**config.mk**
```make
export PLATFORM = sky130hd
export DESIGN_NAME = twiddle_seq_top
export DESIGN_NICKNAME = d
export VERILOG_FILES = /design/src/hdl/fft_pkg.sv /design/src/hdl/sample_counter.sv /design/src/hdl/phase_ctrl.sv /design/src/hdl/twiddle_rom.sv /design/src/hdl/twiddle_seq_top.sv
export VERILOG_INCLUDE_DIRS = /design/src /design/src/hdl
export SDC_FILE = /design/constraint.sdc
export NUM_CORES = 1
export LEC_CHECK = 0
export BUFFER_PORTS_ARGS = -buffer_cell sky130_fd_sc_hd__clkbuf_2
export CAP_MARGIN = 10
export CORE_MARGIN = 2
export CORE_UTILIZATION = 30
export CTS_CLUSTER_SIZE = 16
export DETAILED_ROUTE_END_ITERATION = 8
export GPL_ROUTABILITY_DRIVEN = 0
export SLEW_MARGIN = 25
export SYNTH_ARGS = -nofsm -noshare
export SYNTH_HDL_FRONTEND = slang
export SYNTH_SLANG_ARGS = --single-unit
```
**constraint.sdc**
```tcl
create_clock -name clk -period 4.8 [get_ports clk]
set_clock_uncertainty 0.05 [all_clocks]
set_input_delay 0.48 -clock clk [delete_from_list [all_inputs] [get_ports clk]]
set_output_delay 0.48 -clock clk [all_outputs]
set_load 0.01 [all_outputs]
```
**src/hdl/twiddle_quarter.svh**
```systemverilog
`ifndef TWIDDLE_QUARTER_SVH
`define TWIDDLE_QUARTER_SVH

// Entry k is round(256 * cos(2*pi*k/256)) for k = 0 to 64
// The first quadrant of the circle is enough to rebuild every factor of the frame
localparam twiddle_t COS_QUARTER [0:QUARTER] = '{
	256,
	256,
	256,
	255,
	255,
	254,
	253,
	252,
	251,
	250,
	248,
	247,
	245,
	243,
	241,
	239,
	237, // k = 16 is one sixteenth of a turn
	234,
	231,
	229,
	226,
	223,
	220,
	216,
	213,
	209,
	206,
	202,
	198,
	194,
	190,
	185,
	181, // Eighth of a turn, 256 / sqrt(2)
	177,
	172,
	167,
	162,
	157,
	152,
	147,
	142,
	137,
	132,
	126,
	121,
	115,
	109,
	104,
	98,
	92,
	86,
	80,
	74,
	68,
	62,
	56,
	50,
	44,
	38,
	31,
	25,
	19,
	13,
	6,
	0 // Quarter turn
};

`endif

```
**src/hdl/fft_pkg.sv**
```systemverilog
package fft_pkg;

	// One pipeline stage handles a frame of N_POINTS samples per phase
	localparam int N_POINTS = 128;
	localparam int IDX_W    = $clog2(N_POINTS);

	// The quarter turn of the twiddle circle sits halfway through the frame
	localparam int QUARTER = N_POINTS / 2;

	// Fixed point format of one twiddle part
	localparam int TW_W    = 24;
	localparam int TW_FRAC = 8; // A value of one is 256

	typedef logic [IDX_W-1:0] idx_t;
	typedef logic signed [TW_W-1:0] twiddle_t;

	// Unity factor, held on the outputs whenever no twiddle is valid
	localparam twiddle_t TW_ONE = twiddle_t'(1 << TW_FRAC);

	// Phases of one frame, stepped in this order and back to idle
	typedef enum logic [1:0] {
		PH_IDLE = 2'd0,
		PH_FILL = 2'd1,
		PH_BFLY = 2'd2,
		PH_TWID = 2'd3
	} phase_t;

endpackage

```
**src/hdl/sample_counter.sv**
```systemverilog
`timescale 1ns/1ns

module sample_counter import fft_pkg::*; (
	input  logic clk,
	input  logic rst_n,
	input  logic en_i,
	output idx_t index_o,
	output logic last_o
);

	idx_t index_q;

	// Final sample of the phase, used by the controller to step on
	assign last_o  = (index_q == idx_t'(N_POINTS - 1));
	assign index_o = index_q;

	always_ff @(posedge clk or negedge rst_n) begin
		if (!rst_n) begin
			index_q <= '0;
		end else if (!en_i) begin
			index_q <= '0; // Held at zero so the next frame starts at its first sample
		end else if (last_o) begin
			index_q <= '0;
		end else begin
			index_q <= index_q + 1'b1;
		end
	end

endmodule

```
**src/hdl/phase_ctrl.sv**
```systemverilog
`timescale 1ns/1ns

module phase_ctrl import fft_pkg::*; (
	input  logic   clk,
	input  logic   rst_n,
	input  logic   in_valid_i,
	input  logic   last_i,
	output logic   count_en_o,
	output logic   twid_en_o,
	output phase_t phase_o
);

	phase_t phase_q;
	phase_t phase_next;
	logic   count_en;
	logic   phase_done;

	// The counter runs through every phase except idle
	assign count_en   = (phase_q != PH_IDLE);
	assign phase_done = count_en && last_i;

	always_comb begin
		phase_next = phase_q;
		unique case (phase_q)
			PH_IDLE: begin
				if (in_valid_i) phase_next = PH_FILL; // A strobe in any other phase is dropped
			end
			PH_FILL: begin
				if (phase_done) phase_next = PH_BFLY;
			end
			PH_BFLY: begin
				if (phase_done) phase_next = PH_TWID;
			end
			PH_TWID: begin
				if (phase_done) phase_next = PH_IDLE;
			end
			default: phase_next = PH_IDLE;
		endcase
	end

	always_ff @(posedge clk or negedge rst_n) begin
		if (!rst_n) begin
			phase_q <= PH_IDLE;
		end else begin
			phase_q <= phase_next;
		end
	end

	assign count_en_o = count_en;
	assign twid_en_o  = (phase_q == PH_TWID);
	assign phase_o    = phase_q;

endmodule

```
**src/hdl/twiddle_rom.sv**
```systemverilog
`timescale 1ns/1ns

module twiddle_rom import fft_pkg::*; (
	input  logic     clk,
	input  logic     rst_n,
	input  logic     en_i,
	input  idx_t     index_i,
	output twiddle_t w_r_o,
	output twiddle_t w_i_o,
	output logic     w_valid_o
);

`include "twiddle_quarter.svh"

	// Position inside the current quadrant and its mirror about the quarter turn
	logic     upper_half;
	idx_t     fold_idx;
	idx_t     mirror_idx;

	// Table reads, one straight and one mirrored
	twiddle_t cos_direct;
	twiddle_t cos_mirror;

	// Rebuilt factor ahead of the output register
	twiddle_t w_r_next;
	twiddle_t w_i_next;

	assign upper_half = index_i[IDX_W-1];
	assign fold_idx   = {1'b0, index_i[IDX_W-2:0]}; // Equals m once the index passes 64
	assign mirror_idx = idx_t'(QUARTER) - fold_idx;

	assign cos_direct = COS_QUARTER[fold_idx];
	assign cos_mirror = COS_QUARTER[mirror_idx];

	// In the first quadrant sin(x) is cos(pi/2 - x)
	// In the second quadrant the cosine turns negative and sin(x) equals cos(x - pi/2)
	always_comb begin
		if (!upper_half) begin
			w_r_next = cos_direct;
			w_i_next = -cos_mirror;
		end else begin
			w_r_next = -cos_mirror;
			w_i_next = -cos_direct;
		end
	end

	always_ff @(posedge clk or negedge rst_n) begin
		if (!rst_n) begin
			w_r_o     <= TW_ONE;
			w_i_o     <= '0;
			w_valid_o <= 1'b0;
		end else if (en_i) begin
			w_r_o     <= w_r_next;
			w_i_o     <= w_i_next;
			w_valid_o <= 1'b1;
		end else begin
			w_r_o     <= TW_ONE; // Outside the twiddle phase the stage multiplies by one
			w_i_o     <= '0;
			w_valid_o <= 1'b0;
		end
	end

endmodule

```
**src/hdl/twiddle_seq_top.sv**
```systemverilog
`timescale 1ns/1ns

module twiddle_seq_top import fft_pkg::*; (
	input  logic     clk,
	input  logic     rst_n,
	input  logic     in_valid_i,
	output phase_t   phase_o,
	output twiddle_t w_r_o,
	output twiddle_t w_i_o,
	output logic     w_valid_o
);

	logic count_en;
	logic twid_en;
	idx_t index;
	logic last;

	// Frame controller, paced by the sample counter
	phase_ctrl phase_ctrl_inst (
		.clk        (clk),
		.rst_n      (rst_n),
		.in_valid_i (in_valid_i),
		.last_i     (last),
		.count_en_o (count_en),
		.twid_en_o  (twid_en),
		.phase_o    (phase_o)
	);

	sample_counter sample_counter_inst (
		.clk     (clk),
		.rst_n   (rst_n),
		.en_i    (count_en),
		.index_o (index),
		.last_o  (last)
	);

	// The factor for index k leaves the ROM one cycle after k is counted
	twiddle_rom twiddle_rom_inst (
		.clk       (clk),
		.rst_n     (rst_n),
		.en_i      (twid_en),
		.index_i   (index),
		.w_r_o     (w_r_o),
		.w_i_o     (w_i_o),
		.w_valid_o (w_valid_o)
	);

endmodule

```
# --- After elaboration in Yosys (flattened, before gate mapping) ---
# Memory sizes are Yosys's and may differ from the RTL's.
# Cells that the tools add are included.
word_totals:
  regBits: 58
  rom_bits: 6144
  out_inout_bits: 51
  elab_cells: 43
  n_memories: 2
mem_list:
  columns: ["memory", "depth", "word_bits", "read_ports", "rd_ports_with_merged_regs", "wr", "line_no", "rtl"]
  rows:
  - ["(name not given)", 128, 24, 1, 0, 0, "twiddle_rom.sv:33", "assign cos_mirror = COS_QUARTER[mirror_idx];"]
  - ["(name not given)", 128, 24, 1, 0, 0, "twiddle_rom.sv:32", "assign cos_direct = COS_QUARTER[fold_idx];"]
classes:
  add_sub_neg: 4
  magnitude_cmp: 2
  eq_ne: 8
  muxes: 16
  bitwise: 2
  n_reduce_logical: 4
op_table:
  columns: ["op", "count"]
  rows:
  - ["24-bit two-way mux", 8]
  - ["24-bit negation", 2]
  - ["8-bit greater-or-equal comparator (second input constant)", 2]
  - ["7-bit two-way mux", 2]
  - ["2-bit two-way mux", 4]
  - ["6-bit NOT with 8-bit output", 1]
  - ["7-bit NOT with 8-bit output", 1]
  - ["2-bit one-hot mux with 4 select lines", 1]
  - ["7-bit by 1-bit adder with 7-bit output (second input constant)", 1]
  - ["7-bit equality test (second input constant)", 1]
  - ["7-bit by 6-bit subtractor with 7-bit output (first input constant)", 1]
  - ["2-bit equality test (second input constant)", 2]
  - ["2-bit by 1-bit != test with 1-bit output (second input constant)", 2]
  - ["2-bit != test (second input constant)", 2]
  - ["4-bit AND reduction", 1]
  - ["2-bit by 1-bit equality test with 1-bit output (second input constant)", 1]
  - ["2-bit logical NOT", 1]
  - ["2-bit nonzero test", 1]
  - ["1-bit logical AND", 1]
  - ["1-bit two-way mux", 1]

# --- Longest topological paths before layout ---
depth:
  word_depth: 8
  mapped_depth: 20

# --- By module ---
# A second synthesis with hierarchy kept.
unflattened:
  hier_cells: 481
  hier_area_um2: 4051.4
modules_own_cells:
  columns: ["mod", "instances", "cells_per_inst", "area_per_inst_um2"]
  rows:
  - ["twiddle_rom", 1, 432, 3568.4]
  - ["sample_counter", 1, 30, 312.8]
  - ["phase_ctrl", 1, 19, 170.2]

# --- Worst setup path after synthesis ---
# No wires, ideal clock.
synth_path:
  path_kind: "flip-flop to flip-flop"
  from: "reg sample_counter_inst.index_q[0], in the netlist sample_counter_inst.index_o[0]"
  to: "reg twiddle_rom_inst.w_i_o[8]"
  setup_time_ns: 0.132
  arrival_ns: 3.983
  path_slack_ns: 0.635
  stages_incl_launch_ff: 21
  path_buffers: 5
  cell_sequence: "dfrtp_1 > buf_2 > inv_1 > ha_1 > clkbuf_1 > inv_1 > ha_1 > clkbuf_1 > clkbuf_1 > nand2_1 > a2bb2oi_1 > o211ai_1 > a21oi_1 > o21ai_1 > ha_1 > buf_1 > nand2_1 > nor3_1 > ha_1 > mux2i_1 > nor2_1"
synth_between:
  elab_chain_cells: 8
  word_cells_on_any_way: 13
synth_lines:
  columns: ["item", "line_no", "rtl"]
  rows:
  - ["start, declared", "sample_counter.sv:11", "idx_t index_q;"]
  - ["start signal, assigned", "sample_counter.sv:25", "index_q <= index_q + 1'b1;"]
  - ["7-bit by 6-bit subtractor with 7-bit output", "twiddle_rom.sv:30", "assign mirror_idx = idx_t'(QUARTER) - fold_idx;"]
  - ["7-bit NOT with 8-bit output (implied by the code)", "twiddle_rom.sv:33", null]
  - ["memory read 128 x 24 bit", null, null]
  - ["24-bit two-way mux (implied by the code) (2 in a row)", "twiddle_rom.sv:33", null]
  - ["24-bit negation", "twiddle_rom.sv:40", "w_i_next = -cos_mirror;"]
  - ["24-bit two-way mux *", "twiddle_rom.sv:38", "if (!upper_half) begin"]
  - ["24-bit two-way mux *", "twiddle_rom.sv:52", "end else if (en_i) begin"]
  - ["end signal, assigned", "twiddle_rom.sv:54", "w_i_o <= w_i_next;"]
  - ["end, declared", "twiddle_rom.sv:9", "output twiddle_t w_i_o,"]
# Mark *: on every way between the ends. The rest lies on a longest branch, timed or not. The select of a mux whose other input is x is not followed.
# A chain may end at the register's enable or synchronous reset.

# --- Worst setup path in the final report ---
layout_path:
  from: "reg sample_counter_inst.index_q[0], in the netlist sample_counter_inst.index_o[0]"
  to: "reg twiddle_rom_inst.w_r_o[20]"
layout_between:
  elab_chain_cells: 8
  word_cells_on_any_way: 12
layout_lines:
  columns: ["item", "line_no", "rtl"]
  rows:
  - ["7-bit by 6-bit subtractor with 7-bit output", "twiddle_rom.sv:30", null]
  - ["7-bit NOT with 8-bit output (implied by the code)", "twiddle_rom.sv:33", null]
  - ["memory read 128 x 24 bit", null, null]
  - ["24-bit two-way mux (implied by the code) (2 in a row)", "twiddle_rom.sv:33", null]
  - ["24-bit negation", "twiddle_rom.sv:42", "w_r_next = -cos_mirror;"]
  - ["24-bit two-way mux *", "twiddle_rom.sv:38", null]
  - ["24-bit two-way mux *", "twiddle_rom.sv:52", null]
  - ["end signal, assigned", "twiddle_rom.sv:53", "w_r_o <= w_r_next;"]
  - ["end, declared", "twiddle_rom.sv:8", "output twiddle_t w_r_o,"]
# Marked as above.

==> results.md <==
- Status: finished clean
- Antenna Diode Count: 0
- Total I/O pin count: 54
- Power Internal: 632 µW
- Number of H-tree branching levels: 2
- Clock sink total: 44
- Largest stage delay, worst path: 520 ps
- TritonCTS clock tree: done
- Destination of the critical timing path: twiddle_rom_inst.w_r_o[20]
- Worst Reg2Reg Path Length in Cells: 14
- Post-cts resize count: 0
- Max_cap viols: 0
- Clock network power share: 0.516
- Yosys reg bits: 44
- Average detailed-routed wire length per instance: 16.9 µm
- Number of port buffers: 53
- Overall fraction of global-route tracks in use: 0.159
- Area taken by flip-flops and latches: 0.00110 mm²
- Number of iterations in the first detailed-routing pass: 5
- CTS buffer count: 5
- Clock Path Buffers: 2
- Source-to-sink clock delay at the later pin of the worst-skew pair: 290 ps
- Average cell area after synthesis: 8.45 µm²
- Wire length of the first global-routing pass: 18700 µm
- Clock edge transition at the registers on the reported setup and hold paths: 60 ps
- Final setup TNS: 0 ps
- Count of final hold-check violations: 0
- Initial antenna violation count: 0
- Count of distinct cell types in the synthesized netlist: 72
- Fraction of layout cells with a size suffix above 1: 0.215
- Portion of total power attributed to combinational logic: 0.010
- Fin util: 0.351
- Max Freq: 0.256 GHz
- Area of combinational cells with multiple inputs: 0.00269 mm²
- Switch share: 0.191
- Post-synthesis cell area: 0.00414 mm²
- Endpoint kind of the worst setup timing path: flop
- Post-synthesis cell type with the largest combined area: dfrtp_1
- Post-synthesis cell count: 490
- Syn-to-layout area delta: 13.0%
- Filler cell count in the final layout: 1380
- Unrepaired setup endpoints after global routing: no
- Startpoint of the most critical register-to-register path: sample_counter_inst.index_o[0]
- Number of synthesized flops with an enable pin: 0
- Antenna viol nets, final: 0
- Worst setup SP type: flop
- Final max-slew violation count: 0
- Post-synth net total: 516
- Static Leak: 0.00202 µW
- Number of rows in the core area: 42
- Die Span Y: 122 µm
- Power spent charging and discharging nets: 149 µW
- Remaining global-route overflow: 0
- FF-to-FF End: twiddle_rom_inst.w_r_o[20]
- Clk root buf: clkbuf_16
- Post-synth top area share: 0.260
- Worst min path class: primary input to asynchronous set/reset pin
- Die X: 122 µm
- Number of vias in the routed layout: 3958
- Count of unresolved DRC violations after routing: 0
- DRT iter0 DRCs: 386
- Most used DFF post-synth: dfrtp_1
- Vias in the first global route: 3590
- Slew at the pin closest to its max-slew limit: 986 ps
- Setup fix buffers added after clock tree synthesis: 0
- Reg-to-reg slack, setup: 900 ps
- Core outline area: 0.0133 mm²
- Arrival time reported for the critical path endpoint: 3970 ps
- Pwr/cell area: 167 mW/mm²
- Die area: 0.0148 mm²
- Critical Path Most Common Cell: ha_1
- Worst-path maximum fanout: 14
- Max-slew headroom at the worst pin: 0.340
- Part of the total power dissipated in sequential elements: 0.475
- Cells traversed along the worst timing path: inv_1 -> ha_1 -> inv_1 -> ha_1 -> clkinv_1 -> ha_1 -> and2_1 -> o21ai_0 -> nor4b_1 -> a211oi_2 -> a41oi_2 -> nand3_2 -> nor2_2 -> a41oi_1
- Crit-path slowest cell: nor4b_1
- Startpoint-to-endpoint class of the critical path: flop to flop
- Number of buffers added to fix hold violations after cts: 0
- Launching element of the worst setup path: sample_counter_inst.index_o[0]
- Largest net degree at the start of global routing: 45
- Sum of routed wire length over all layers: 11700 µm
- Share of the yosys chip area belonging to registers: 0.266
- Fraction of registers with async set or reset after synthesis: 1.00
- Total half-perimeter wirelength after legalization and detailed placement: 8680 µm
- Avg Vias per Cell: 5.72
- Tmin final: 3900 ps
- Top post-synthesis cells by area: dfrtp_1 26%, ha_1 6.9%, o21ai_0 3.6%, nand2_1 3.4%, nor2_1 3.2%
- Net count reported at finish: 541
- Final worst-path cycle share: 0.812
- Crit path required time: 4870 ps
- Synthesis Warnings: 0
- Initial Utilization: 0.310
- Count of final setup violators: 0
- VDD IR max: 102 µV
[sequential cells by signal (all words and copies together) (netlist names)]
register and flops:
twiddle_rom_inst.w_i_o 17, sample_counter_inst.index_o 7, twiddle_rom_inst.w_valid_o 1, twiddle_rom_inst.w_r_o 17, phase_ctrl_inst.phase_o 2
[synth_stat cells (4+ instances only)]
cell and number:
inv_1 16, a311oi_1 8, nor3b_1 4, a41oi_1 7
nand2b_1 15, nand2_1 38, dfrtp_1 43, nand4_1 10
o22ai_1 4, or3_1 4, xor2_1 6, o21ai_0 30
a31oi_1 8, clkbuf_1 29, xnor2_1 12, buf_2 7
ha_1 23, nand3_1 15, buf_4 15, o211ai_1 14
a21oi_1 19, a211oi_1 9, nor3_1 9, nor2b_1 9
mux4_2 5, mux2i_1 11, and2_1 6, nor2_1 35
[routing by layer]
metal	vias up	GRT usage	wire [µm]
met5	-	0	0
met4	0	0.0467	170
met3	17	0.0282	896
met2	193	0.257	5570
met1	1891	0.217	5060
li1	1857	-	-
[per-stage QoR]
stage | worst slack (ps) | total power [µW] | hold WS (ps) | std cells | instance area [µm²]
floorplan | 635 | 378 | 134 | 490 | 4140
global placement | 967 | 385 | 523 | 684 | 4490
detailed placement | 927 | 386 | 552 | 684 | 4490
CTS | 895 | 791 | 366 | 692 | 4670
global route | 560 | 813 | 168 | 692 | 4680
finish | 901 | 782 | 125 | 692 | 4680
[layout make-up]
| cell class | instances | area share |
|---|---|---|
| Clock buffer | 6 | 0.0297 |
| Clock inverter | 2 | 0.00829 |
| Inverter | 20 | 0.0160 |
| Multi-Input combinational cell | 371 | 0.574 |
| Sequential cell | 44 | 0.236 |
| Tap cell | 176 | 0.0471 |
| Timing Repair Buffer | 73 | 0.0893 |
[logic make-up (layout without fill, tap and decap cells)]
logic type	after synthesis	in the layout	synth area share
AND/OR/NAND/NOR	166	166	0.214
AO/OA/AOI/OAI	142	142	0.252
buffers and inverters	75	101	0.0873
flip-flops	44	44	0.266
adder cells (fa/ha/maj)	23	23	0.0695
XOR/XNOR	21	21	0.0498
multiplexers	19	19	0.0619
[power by group through the flow]
stage / combinational, µW / sequential (µW) / clock, µW
finish: 7.68 / 371 / 403
global route: 9.41 / 370 / 433
CTS: 8.04 / 371 / 412
detailed placement: 8.04 / 378 / 0
global placement: 7.70 / 378 / 0
floorplan: 0.00129 / 378 / 0
[how the worst min path moves through the flow]
stage | from | endpoint | slack [ps] | depth (start not counted)
2_1_floorplan | rst_n | phase_ctrl_inst.phase_o[0] | 130 | 0
3_3_place_gp | phase_ctrl_inst.phase_o[1] | phase_ctrl_inst.phase_o[1] | 520 | 1
3_5_place_dp | phase_ctrl_inst.phase_o[1] | phase_ctrl_inst.phase_o[1] | 550 | 1
4_1_cts | rst_n | twiddle_rom_inst.w_r_o[7] | 370 | 1
5_1_grt | rst_n | twiddle_rom_inst.w_i_o[6] | 170 | 1
6_report | rst_n | twiddle_rom_inst.w_i_o[4] | 120 | 1
[worst max-delay path: cells and delay by family (launching register included)]
family / cells / cell delay [ps]
AND/OR/NAND/NOR: 4 / 1310
AO/OA/AOI/OAI: 4 / 810
adder cells (fa/ha/maj): 3 / 770
buffers and inverters: 3 / 420
flip-flops: 1 / 380
[layout by cell type, fill, tap and decap left out, types with 6 or more instances in the layout]
cell type / n
a211oi_1: 9
a21oi_1: 19
a311oi_1: 8
a31oi_1: 8
a41oi_1: 7
and2_1: 6
buf_4: 21
clkbuf_2: 52
dfrtp_1: 43
ha_1: 23
inv_1: 16
mux2i_1: 11
nand2_1: 38
nand2b_1: 15
nand3_1: 15
nand4_1: 10
nor2_1: 35
nor2b_1: 9
nor3_1: 9
o211ai_1: 14
o21ai_0: 30
xnor2_1: 11
xor2_1: 6
(Power assumes the default switching activity.)
